[src/common/booth_pkg.sv]
//####################################################################
// Shared types and defaults for the radix-2 Booth multiplier
//####################################################################

package booth_pkg;

    // operand width used when the top level is not overridden
    parameter int BOOTH_WIDTH = 16;

    // what happens to the accumulator before the shift
    typedef enum logic [1:0] {
        BOOTH_NONE = 2'b00,
        BOOTH_ADD  = 2'b01,
        BOOTH_SUB  = 2'b10
    } booth_op_e;

    typedef enum logic {
        ST_IDLE = 1'b0,
        ST_RUN  = 1'b1
    } ctrl_state_e;

    // bits is {q[0], q_extra}
    function automatic booth_op_e booth_recode(input logic [1:0] bits);
        booth_op_e op;
        case (bits)
            2'b10:   op = BOOTH_SUB;
            2'b01:   op = BOOTH_ADD;
            default: op = BOOTH_NONE;
        endcase
        return op;
    endfunction

endpackage

[src/common/booth_ctrl_if.sv]
//####################################################################
// Control and status bundle between the Booth controller and datapath
//####################################################################

`timescale 1ns/1ps

interface booth_ctrl_if
    import booth_pkg::*;
();

    // strobes from the controller, levels sampled on the next edge
    logic      load;
    logic      step;
    booth_op_e op;
    logic      count_en;

    // status back from the datapath
    logic [1:0] booth_bits;
    logic       count_done;

    // controller side
    modport ctrl (
        output load,
        output step,
        output op,
        output count_en,
        input  booth_bits,
        input  count_done
    );

    // datapath side
    modport dp (
        input  load,
        input  step,
        input  op,
        input  count_en,
        output booth_bits,
        output count_done
    );

endinterface

[src/hw/booth_mul/booth_ctrl.sv]
//####################################################################
// Two-state controller for the sequential Booth multiplier
// sequences operand load, the Booth steps and the ready pulse
//####################################################################

`timescale 1ns/1ps

module booth_ctrl
    import booth_pkg::*;
#(
    parameter int WIDTH = BOOTH_WIDTH
) (
    input  logic         clk,
    input  logic         rst,
    input  logic         start,
    output logic         ready,
    booth_ctrl_if.ctrl   cif
);

    ctrl_state_e state;
    ctrl_state_e next_state;

    // high in the cycle where the counter has just run out
    logic run_finish;

    always_ff @(posedge clk or negedge rst) begin
        if (!rst) begin
            state <= ST_IDLE;
        end else begin
            state <= next_state;
        end
    end

    // next state and datapath strobes
    always_comb begin
        next_state   = state;
        cif.load     = 1'b0;
        cif.step     = 1'b0;
        cif.count_en = 1'b0;
        cif.op       = BOOTH_NONE;
        run_finish   = 1'b0;

        case (state)
            ST_IDLE: begin
                // start is only looked at here
                if (start) begin
                    next_state   = ST_RUN;
                    cif.load     = 1'b1;
                    cif.step     = 1'b0;
                    cif.count_en = 1'b0;
                    cif.op       = BOOTH_NONE;
                end else begin
                    next_state   = ST_IDLE;
                    cif.load     = 1'b0;
                    cif.step     = 1'b0;
                    cif.count_en = 1'b0;
                    cif.op       = BOOTH_NONE;
                end
                run_finish = 1'b0;
            end

            ST_RUN: begin
                cif.load = 1'b0;
                if (cif.count_done) begin
                    // all steps taken, product is final
                    next_state   = ST_IDLE;
                    cif.step     = 1'b0;
                    cif.count_en = 1'b0;
                    cif.op       = BOOTH_NONE;
                    run_finish   = 1'b1;
                end else begin
                    next_state   = ST_RUN;
                    cif.step     = 1'b1;
                    cif.count_en = 1'b1;
                    cif.op       = booth_recode(cif.booth_bits);
                    run_finish   = 1'b0;
                end
            end

            default: begin
                next_state   = ST_IDLE;
                cif.load     = 1'b0;
                cif.step     = 1'b0;
                cif.count_en = 1'b0;
                cif.op       = BOOTH_NONE;
                run_finish   = 1'b0;
            end
        endcase
    end

    // ready pulses for one cycle as the state returns to idle
    always_ff @(posedge clk or negedge rst) begin
        if (!rst) begin
            ready <= 1'b0;
        end else begin
            ready <= run_finish;
        end
    end

endmodule

[src/hw/booth_mul/booth_datapath.sv]
//####################################################################
// Booth multiplier datapath with A, Q and M registers, add/subtract,
// arithmetic right shift and the step counter
//####################################################################

`timescale 1ns/1ps

module booth_datapath
    import booth_pkg::*;
#(
    parameter int WIDTH = BOOTH_WIDTH
) (
    input  logic                    clk,
    input  logic                    rst,
    input  logic signed [WIDTH-1:0] multiplicand,
    input  logic signed [WIDTH-1:0] multiplier,
    output logic signed [2*WIDTH-1:0] product,
    booth_ctrl_if.dp                dif
);

    // counter has to hold the value WIDTH itself
    localparam int CNT_W = $clog2(WIDTH + 1);

    logic signed [WIDTH-1:0] m_reg;
    logic signed [WIDTH-1:0] a_reg;
    logic        [WIDTH-1:0] q_reg;
    logic                    q_extra;
    logic        [CNT_W-1:0] count;

    // one extra bit so that A - M with M at its minimum keeps its sign
    logic signed [WIDTH:0] a_ext;
    logic signed [WIDTH:0] m_ext;
    logic signed [WIDTH:0] sum;

    // shifted results
    logic signed [WIDTH-1:0] a_next;
    logic        [WIDTH-1:0] q_next;
    logic                    q_extra_next;

    assign a_ext = {a_reg[WIDTH-1], a_reg};
    assign m_ext = {m_reg[WIDTH-1], m_reg};

    always_comb begin
        case (dif.op)
            BOOTH_ADD: sum = a_ext + m_ext;
            BOOTH_SUB: sum = a_ext - m_ext;
            default:   sum = a_ext;
        endcase
    end

    // arithmetic shift of {sum, q, extra} by one
    // sum[WIDTH] carries the true sign into A
    always_comb begin
        a_next       = sum[WIDTH:1];
        q_next       = {sum[0], q_reg[WIDTH-1:1]};
        q_extra_next = q_reg[0];
    end

    // multiplicand only changes on load
    always_ff @(posedge clk or negedge rst) begin
        if (!rst) begin
            m_reg <= '0;
        end else if (dif.load) begin
            m_reg <= multiplicand;
        end
    end

    // accumulator and multiplier shift register
    always_ff @(posedge clk or negedge rst) begin
        if (!rst) begin
            a_reg   <= '0;
            q_reg   <= '0;
            q_extra <= 1'b0;
        end else if (dif.load) begin
            a_reg   <= '0;
            q_reg   <= multiplier;
            q_extra <= 1'b0;
        end else if (dif.step) begin
            a_reg   <= a_next;
            q_reg   <= q_next;
            q_extra <= q_extra_next;
        end
    end

    // steps left in the current run
    always_ff @(posedge clk or negedge rst) begin
        if (!rst) begin
            count <= '0;
        end else if (dif.load) begin
            count <= CNT_W'(WIDTH);
        end else if (dif.count_en) begin
            count <= count - 1'b1;
        end
    end

    // status for the controller
    assign dif.booth_bits = {q_reg[0], q_extra};
    assign dif.count_done = (count == '0);

    // product sits in {A, Q} once the last shift is done
    assign product = {a_reg, q_reg};

endmodule

[src/hw/booth_mul_top.sv]
//####################################################################
// Top level of the 16-bit signed sequential Booth multiplier
//####################################################################

`timescale 1ns/1ps

module booth_mul_top
    import booth_pkg::*;
#(
    parameter int WIDTH = BOOTH_WIDTH
) (
    input  logic                      clk,
    input  logic                      rst,
    input  logic                      start,
    input  logic signed [WIDTH-1:0]   multiplicand,
    input  logic signed [WIDTH-1:0]   multiplier,
    output logic signed [2*WIDTH-1:0] product,
    output logic                      ready
);

    // strobes and status between the two halves
    booth_ctrl_if ctrl_bus ();

    booth_ctrl #(
        .WIDTH (WIDTH)
    ) u_ctrl (
        .clk   (clk),
        .rst   (rst),
        .start (start),
        .ready (ready),
        .cif   (ctrl_bus.ctrl)
    );

    booth_datapath #(
        .WIDTH (WIDTH)
    ) u_datapath (
        .clk          (clk),
        .rst          (rst),
        .multiplicand (multiplicand),
        .multiplier   (multiplier),
        .product      (product),
        .dif          (ctrl_bus.dp)
    );

endmodule

[config.mk]
export PLATFORM = sky130hd
export DESIGN_NAME = booth_mul_top
export DESIGN_NICKNAME = d
export VERILOG_FILES = /design/src/common/booth_pkg.sv /design/src/common/booth_ctrl_if.sv /design/src/hw/booth_mul/booth_ctrl.sv /design/src/hw/booth_mul/booth_datapath.sv /design/src/hw/booth_mul_top.sv
export SDC_FILE = /design/constraint.sdc
export NUM_CORES = 1
export LEC_CHECK = 0
export BUFFER_PORTS_ARGS = -buffer_cell sky130_fd_sc_hd__buf_4
export CAP_MARGIN = 20
export CORE_MARGIN = 3
export CORE_UTILIZATION = 35
export CTS_CLUSTER_SIZE = 16
export DETAILED_ROUTE_END_ITERATION = 8
export GPL_TIMING_DRIVEN = 0
export PLACE_DENSITY = 0.56
export SLEW_MARGIN = 20
export SYNTH_ARGS = -nofsm -noshare
export SYNTH_HDL_FRONTEND = slang
export SYNTH_SLANG_ARGS = --single-unit
[constraint.sdc]
create_clock -name clk -period 10 [get_ports clk]
set_clock_uncertainty 0.1 [all_clocks]
set_input_delay 1 -clock clk [delete_from_list [all_inputs] [get_ports clk]]
set_output_delay 1 -clock clk [all_outputs]
set_load 0.01 [all_outputs]
== Word level (Yosys, flattened, before mapping) ==
Index checks and enable logic that the tools add are counted.

* Register bits after elaboration: 56
* Input bits: 35
* Output and inout port bits: 33
* Logic and storage cells: 39

* $add $sub $neg: 3
* Eq/ne operators: 4
* Multiplexer cells: 19
* Bitwise logic cells: 1
* Reductions and logical operators: 4

{| class="wikitable"
|+ Operators by type and width
! kind !! count
|-
| $mux W16 || 4
|-
| $pmux W17 S2 || 1
|-
| $add A16 B16 Y17 || 1
|-
| $sub A16 B16 Y17 || 1
|-
| $mux W5 || 2
|-
| $pmux W1 S2 || 4
|-
| $pmux W2 S2 || 2
|-
| $logic_not A5 Y1 || 1
|-
| $mux W1 || 5
|-
| $sub A5 B1 Y5 const B || 1
|-
| $eq A2 B1 Y1 const B || 2
|-
| $eq A2 B2 Y1 const B || 2
|-
| $reduce_bool A3 Y1 || 1
|-
| $mux W2 || 1
|-
| $reduce_and A2 Y1 || 1
|-
| $reduce_bool A2 Y1 || 1
|-
| $not A1 Y1 || 1
|}

== Logic depth before layout (Yosys ltp) ==
Gate-level depths: netlist (run 1).

* Depth after elaboration: 8
* Mapped depth: 22
* Gate-level depth less buffers: 17

== Hierarchy ==
From an unflattened synthesis (run 1), not the netlist that was laid out.

* Cell total of the unflattened synthesis: 409
* Area total of the unflattened synthesis: 3767.4 um^2

{| class="wikitable"
|+ By module, submodules not included
! module !! instances !! cells an instance !! area each (um^2) !! seq. area each (um^2)
|-
| booth_datapath || 1 || 398 || 3647.2 || 1351.3
|-
| booth_ctrl || 1 || 11 || 120.1 || 50.0
|}

== Worst setup path before layout (run 1) ==
OpenSTA, ideal clock, no wires.

* Path type: reg-to-reg
* Start: register u_datapath.count[0]
* End: register u_datapath.a_reg[15]
* Setup time: 92 ps
* Arrival: 4063 ps
* Required time: 9808 ps
* Path slack: 5745 ps
* Stages on the path, launching flop included: 23
* Path buffers: 5
* Period minus slack after synthesis: 4255 ps
* Cell sequence: dfrtp_1 inv_1 ha_1 nor4b_1 nor2b_1 clkbuf_1 clkbuf_1 buf_1 nand3b_1 inv_1 ha_1 buf_2 buf_1 nor2_1 xnor2_1 ha_1 nand4_1 a211oi_1 nor2_1 or3_1 o211ai_1 xnor2_1 o31ai_2

* Word-level cells in the longest chain between the ends: 7
* Elaborated cells on any way between the ends: 13
* Those cells by class: 2 x eq/ne; 7 x mux; 4 x reduce/logical

{| class="wikitable"
|+ Ends and longest elaborated chain
! element !! RTL line !! RTL
|-
| start: declaration || booth_datapath.sv:28 || <nowiki>logic [CNT_W-1:0] count;</nowiki>
|-
| start signal: assignment || booth_datapath.sv:90 || <nowiki>count <= CNT_W'(WIDTH);</nowiki>
|-
| start signal: assignment || booth_datapath.sv:92 || <nowiki>count <= count - 1'b1;</nowiki>
|-
| $logic_not A5 Y1 * || booth_datapath.sv:98 || <nowiki>assign dif.count_done = (count == '0);</nowiki>
|-
| $mux W2 || booth_ctrl.sv:64 || <nowiki>if (cif.count_done) begin</nowiki>
|-
| $pmux W2 S2 || booth_ctrl.sv:43 || <nowiki>case (state)</nowiki>
|-
| $eq A2 B2 Y1 / $eq A2 B1 Y1 (equally long branches) || booth_datapath.sv:44 || <nowiki>case (dif.op)</nowiki>
|-
| $pmux W17 S2 || booth_datapath.sv:44 ||
|-
| $mux W16 || booth_datapath.sv:78 || <nowiki>end else if (dif.step) begin</nowiki>
|-
| $mux W16 || booth_datapath.sv:74 || <nowiki>end else if (dif.load) begin</nowiki>
|-
| end signal: assignment || booth_datapath.sv:79 || <nowiki>a_reg <= a_next;</nowiki>
|-
| end: declaration || booth_datapath.sv:25 || <nowiki>logic signed [WIDTH-1:0] a_reg;</nowiki>
|}

Every way passes the cells marked *; elsewhere a longest branch is shown, timed or not. The select of a mux whose other input is x is not followed.
A chain may end at the register's enable or synchronous reset.

== Worst setup path in the final report (run 1) ==
Same ends and word-level chain as after synthesis.

==> results.sh, run 1 <==
export IMPL_port_buffers=67
export IMPL_syn_avg_cell_area_um2=8.41
export IMPL_final_common_cell="nand2_1"
export IMPL_design_core_area_um2=9460
export IMPL_ys_seq_area_share_pct=40.2
export IMPL_wl_per_cell_um=15.0
export IMPL_cts_root_buf="clkbuf_8"
export IMPL_arrival_ns=5.57
export IMPL_ys_async_sr_fraction_pct=100
export IMPL_num_rows=35
export IMPL_layout_drive_gt1_share_pct=16.6
export IMPL_synth_nets=471
export IMPL_cts_sinks=56
export IMPL_final_hold_violation_count=0
export IMPL_fin_util_pct=44.8
export IMPL_r2r_cells=22
export IMPL_antenna_found_initial=0
export IMPL_final_nets=545
export IMPL_met1_length_um=4370
export IMPL_post_cts_buffers=0
export IMPL_maxSlewViolCount=0
export IMPL_cts_repair_resized=0
export IMPL_vias_per_cell=5.04
export IMPL_crit_required_ns=10.13
export IMPL_cts_hold_buf=0
export IMPL_drtAntennaViolNets=0
export IMPL_clkTransAtPathRegs_ns=0.11
export IMPL_critPathKind="flip-flop to flip-flop"
export IMPL_hold_path_class="flip-flop to flip-flop"
export IMPL_worst_pin_slew_ns=0.729
export IMPL_critPathLaunchType="flip-flop"
export IMPL_final_cell_mix="nand2_1 (90), buf_4 (67), dfrtp_1 (56)"
export IMPL_grt_max_degree=57
export IMPL_final_setup_viol_count=0
export IMPL_top_layer="met4"
export IMPL_ys_ff_latch=56
export IMPL_first_pass_iters=4
export IMPL_yosys_cell_types_count=43
export IMPL_end_kind="flip-flop"
export IMPL_wl_met3_um=543
export IMPL_fp_dieArea_um2=11200
export IMPL_clock_path_buffers=2
export IMPL_timing_slew_headroom_pct=51.4
export IMPL_synthFlopType="dfrtp_1"
export IMPL_route_vias_total=3113
export IMPL_cts_inserted_buffers=5
export IMPL_wl_met2_um=4330
export IMPL_htreeDepth=2
export IMPL_wl_um=9290
export IMPL_antenna_cells=0
export IMPL_synth_cells=414
export IMPL_overflow=0
export IMPL_path_max_fanout=10
export IMPL_grt_pass1_vias=3158
export IMPL_fin_crit_ns=5.45
export IMPL_syn_to_final_growth_pct=21.7
export IMPL_num_fill_cells=1007
export IMPL_die_width_um=106
export IMPL_max_freq_mhz=184
export IMPL_drv_cap=0
export IMPL_grt_pass1_wl_um=15300
export IMPL_gp_congestion=0.836
export IMPL_route_detailed_drc=0
export IMPL_cts_tree="built"
export IMPL_hold_depth=2
export IMPL_syn_area_um2=3480
export IMPL_die_height_um=106
export IMPL_pin_count=68
export IMPL_insertion_delay_ns=0.31
export IMPL_r2r_slack_ns=4.55
export IMPL_rsz0062_at_grt="false"
export IMPL_dpl_hpwl_um=6940
export IMPL_status="finished clean"
export IMPL_first_iter_violations=135
export IMPL_yosys_warnings=0
export IMPL_tns_ns=0
export IMPL_synth_edff_count=0
export IMPL_finalCritPeriodShare_pct=54.5
export IMPL_track_usage_pct=17.1
export IMPL_start_util_pct=36.8
## stage by stage
step,cell area (um^2),instances,worst slack (ns),hold slack [ns]
floorplan,3480,414,5.74,0.372
finish,4240,618,4.55,0.420
global route,4240,618,4.08,0.454
global placement,4150,610,4.63,0.391
detailed placement,4150,610,4.58,0.393
CTS,4240,618,4.54,0.424
## cells in the mapped netlist (2+ instances only)
| master | number | area, um^2 |
|---|---|---|
| a211oi_1 | 7 | 52.6 |
| nor4_1 | 3 | 18.8 |
| o21ai_0 | 17 | 85.1 |
| inv_1 | 16 | 60.1 |
| nor2b_1 | 3 | 18.8 |
| o21a_1 | 3 | 22.5 |
| a21o_1 | 2 | 15.0 |
| o22ai_1 | 3 | 18.8 |
| nand3_1 | 22 | 110 |
| dfrtp_1 | 56 | 1400 |
| nor2_1 | 26 | 97.6 |
| ha_1 | 21 | 263 |
| xor2_1 | 6 | 52.6 |
| a21oi_1 | 30 | 150 |
| a22oi_1 | 15 | 113 |
| and2_1 | 3 | 18.8 |
| xnor2_1 | 23 | 201 |
| mux2_2 | 2 | 22.5 |
| buf_1 | 6 | 22.5 |
| o211ai_1 | 9 | 67.6 |
| or3_1 | 4 | 25.0 |
| nand2_1 | 90 | 338 |
| o21bai_1 | 2 | 15.0 |
| nand2b_1 | 6 | 37.5 |
| nor3b_1 | 3 | 22.5 |
| clkbuf_1 | 13 | 48.8 |
| nor3_1 | 7 | 35.0 |
## cell families (layout without fill, tap and decap cells)
group / Yosys count / after routing / share of synthesized area [%]
AOI/OAI and AO/OA: 96 / 96 / 17.4
xor gates and xnor gates: 29 / 29 / 7.29
adders and majority gates: 22 / 22 / 8.12
buffers and inverters: 36 / 111 / 3.92
DFF: 56 / 56 / 40.2
muxes: 3 / 3 / 0.934
and+or+nand+nor: 172 / 172 / 22.1
## area by class of cell
cell class | count | area (um^2) | share of cell area (%)
multi-input combinational | 322 | 1950 | 45.9
sequential | 56 | 1400 | 33.1
timing repair buffer | 67 | 503 | 11.9
tap | 129 | 161 | 3.81
buffer | 20 | 76.3 | 1.80
clock buffer | 6 | 72.6 | 1.71
inverter | 16 | 60.1 | 1.42
clock inverter | 2 | 17.5 | 0.413
## final timing paths
| check | from | endpoint |
|---|---|---|
| setup reg to reg | u_datapath.count[0]$_DFFE_PN0P_ | u_datapath.a_reg[15]$_DFFE_PN0P_ |
| hold / removal | u_datapath.q_reg[6]$_DFFE_PN0P_ | u_datapath.q_reg[6]$_DFFE_PN0P_ |
| min in group asynchronous | rst | u_datapath.a_reg[12]$_DFFE_PN0P_ |
| setup / recovery | u_datapath.count[0]$_DFFE_PN0P_ | u_datapath.a_reg[15]$_DFFE_PN0P_ |
| max in group asynchronous | rst | u_datapath.m_reg[1]$_DFFE_PN0P_ |
| hold reg to reg | u_datapath.q_reg[6]$_DFFE_PN0P_ | u_datapath.q_reg[6]$_DFFE_PN0P_ |
## layer usage
| metal | GRT usage, % | up-vias |
|---|---|---|
| met5 | 0 | - |
| met4 | 4.90 | 0 |
| met3 | 2.82 | 4 |
| met2 | 28.6 | 70 |
| met1 | 22.7 | 1449 |
| li1 | - | 1590 |
## critical path, cell delays in order, from the launching register on
cell and delay [ns]:
dfrtp_1 0.40, inv_1 0.07, ha_1 0.19, nor4b_1 0.16
nor2b_1 0.10, clkbuf_1 0.27, clkbuf_1 0.44, buf_1 0.47
nand3b_1 0.19, inv_1 0.09, ha_1 0.13, buf_2 0.23
buf_1 0.45, nor2_1 0.13, xnor2_1 0.16, ha_1 0.38
nand4_1 0.15, a211oi_1 0.33, nor2_1 0.14, or3_1 0.37
o211ai_1 0.11, xnor2_1 0.11, o31ai_2 0.21
Power of run 1 is not shown: default switching activity piles up to over one toggle a cycle in this logic, so the estimate is an artifact.
==> inputs of run 2 (changes only) <==
==> constraint.sdc (replaced) <==
create_clock -name clk -period 5.6 [get_ports clk]
set_clock_uncertainty 0.1 [all_clocks]
set_input_delay 0.56 -clock clk [delete_from_list [all_inputs] [get_ports clk]]
set_output_delay 0.56 -clock clk [all_outputs]
set_load 0.01 [all_outputs]
==> run 2 against run 1 <==
Register-to-register slack got worse by 4.0 ns. Non-clock buffer count unchanged. Fmax increased by 7.1%. Critical path depth unchanged. Sequential share of layout area is essentially flat.
==> results.sh, run 2 (synthesized netlist as in run 1, its figures left out) <==
export IMPL_final_nets=545
export IMPL_fin_util_pct=44.8
export IMPL_clock_path_buffers=2
export IMPL_drv_cap=0
export IMPL_cts_sinks=56
export IMPL_final_common_cell="nand2_1"
export IMPL_path_cells="inv_1, ha_1, nor4b_1, nor2b_1, clkbuf_1, clkbuf_1, clkbuf_2, nand3b_1, inv_1, ha_1, buf_2, clkbuf_2, nor2_1, xnor2_1, ha_1, nand4_1, a211oi_1, nor2_1, or3_1, o211ai_1, xnor2_1, o31ai_2"
export IMPL_arrival_ns=5.21
export IMPL_final_cell_mix="nand2_1 (90), buf_4 (67), dfrtp_1 (56)"
export IMPL_antenna_cells=0
export IMPL_cts_tree="built"
export IMPL_finalCritPeriodShare_pct=90.8
export IMPL_rsz0062_at_grt="false"
export IMPL_die_height_um=106
export IMPL_grt_pass1_wl_um=15300
export IMPL_overflow=0
export IMPL_maxSlewViolCount=0
export IMPL_max_freq_mhz=197
export IMPL_die_width_um=106
export IMPL_wl_per_cell_um=15.1
export IMPL_critPathKind="flip-flop to flip-flop"
export IMPL_vias_per_cell=5.07
export IMPL_critPathLaunchType="flip-flop"
export IMPL_status="finished clean"
export IMPL_route_vias_total=3136
export IMPL_first_pass_iters=4
export IMPL_worst_pin_slew_ns=0.726
export IMPL_use_met1_pct=22.7
export IMPL_wl_um=9310
export IMPL_cpMaxStageDelayCell="clkbuf_1"
export IMPL_tns_ns=0
export IMPL_grt_pass1_vias=3158
export IMPL_busiest_layer="met2"
export IMPL_r2r_cells=22
export IMPL_design_core_area_um2=9460
export IMPL_first_iter_violations=118
export IMPL_syn_to_final_growth_pct=21.7
export IMPL_dpl_hpwl_um=6940
export IMPL_clkTransAtPathRegs_ns=0.11
export IMPL_final_hold_violation_count=0
export IMPL_use_met3_pct=2.82
export IMPL_layout_drive_gt1_share_pct=17.0
export IMPL_timing_slew_headroom_pct=51.6
export IMPL_drtAntennaViolNets=0
export IMPL_start_util_pct=36.8
export IMPL_cts_root_buf="clkbuf_8"
export IMPL_num_rows=35
export IMPL_post_cts_buffers=0
export IMPL_cts_inserted_buffers=5
export IMPL_met2_usage_pct=28.6
export IMPL_htreeDepth=2
export IMPL_cpPeakStageDelay_ns=0.44
export IMPL_fin_crit_ns=5.08
export IMPL_dp_slack_ns=0.181
export IMPL_gp_congestion=0.836
export IMPL_hold_path_class="primary input to async pin"
export IMPL_insertion_delay_ns=0.31
export IMPL_pin_count=68
export IMPL_end_kind="flip-flop"
export IMPL_track_usage_pct=17.1
export IMPL_grt_max_degree=57
export IMPL_port_buffers=67
export IMPL_cp_common_cell="ha_1"
export IMPL_cts_hold_buf=0
export IMPL_final_setup_viol_count=0
export IMPL_fp_dieArea_um2=11200
export IMPL_route_detailed_drc=0
export IMPL_finalWorstSetupSlack_ns=0.516
export IMPL_antenna_found_initial=0
export IMPL_crit_required_ns=5.73
export IMPL_holdWs_ns=0.181
export IMPL_path_max_fanout=10
run 2: cell types whose count changed in the layout (fill, tap and decap cells not counted):
cell / delta
buf_1: -2
clkbuf_2: +2
run 2: final cells by class:
class	count	area (um^2)
fill	1005	5220
multi-input combinational	322	1950
sequential	56	1400
timing repair buffer	67	503
tap	129	161
buffer	20	78.8
clock buffer	6	72.6
inverter	16	60.1
clock inverter	2	17.5
run 2: critical path, delay by kind of cell, from the launching register on:
kind / cells / cell delay [ns]
flops: 1 / 0.40
buf+inv: 7 / 1.74
fa+ha+maj: 3 / 0.70
compound gates: 3 / 0.65
xor+xnor: 2 / 0.25
simple gates: 7 / 1.18
run 2: what timing repair did:
action / 4_1_cts / 5_1_grt
endpoints found under the setup margin: 0 / 6
hold endpoints to repair: 0 / 0
resized for setup: 0 / 2
run 2: worst paths after layout:
kind / start / end / slack [ns]
max in group asynchronous: rst / u_datapath.m_reg[1]$_DFFE_PN0P_ / 4.73
worst min register to register: u_datapath.q_reg[6]$_DFFE_PN0P_ / u_datapath.q_reg[6]$_DFFE_PN0P_ / 0.42
worst max-delay path: u_datapath.count[0]$_DFFE_PN0P_ / u_datapath.a_reg[15]$_DFFE_PN0P_ / 0.52
worst max register to register: u_datapath.count[0]$_DFFE_PN0P_ / u_datapath.a_reg[15]$_DFFE_PN0P_ / 0.52
min in group clk: multiplicand[7] / u_datapath.m_reg[7]$_DFFE_PN0P_ / 0.32
worst min-delay path: rst / u_datapath.a_reg[12]$_DFFE_PN0P_ / 0.18
run 2: layer usage:
metal  wire [um]  vias up
met1        4440     1462
li1            -     1595
met4         142        0
met5           0        -
met3         436       10
met2        4290       69
run 2: stage by stage:
stage | area [um^2] | cells
after global routing | 4240 | 618
after floorplan | 3480 | 414
final | 4240 | 618
after detailed placement | 4150 | 610
after global placement | 4150 | 610
after CTS | 4240 | 618
Power of run 2 is left out for the same reason.
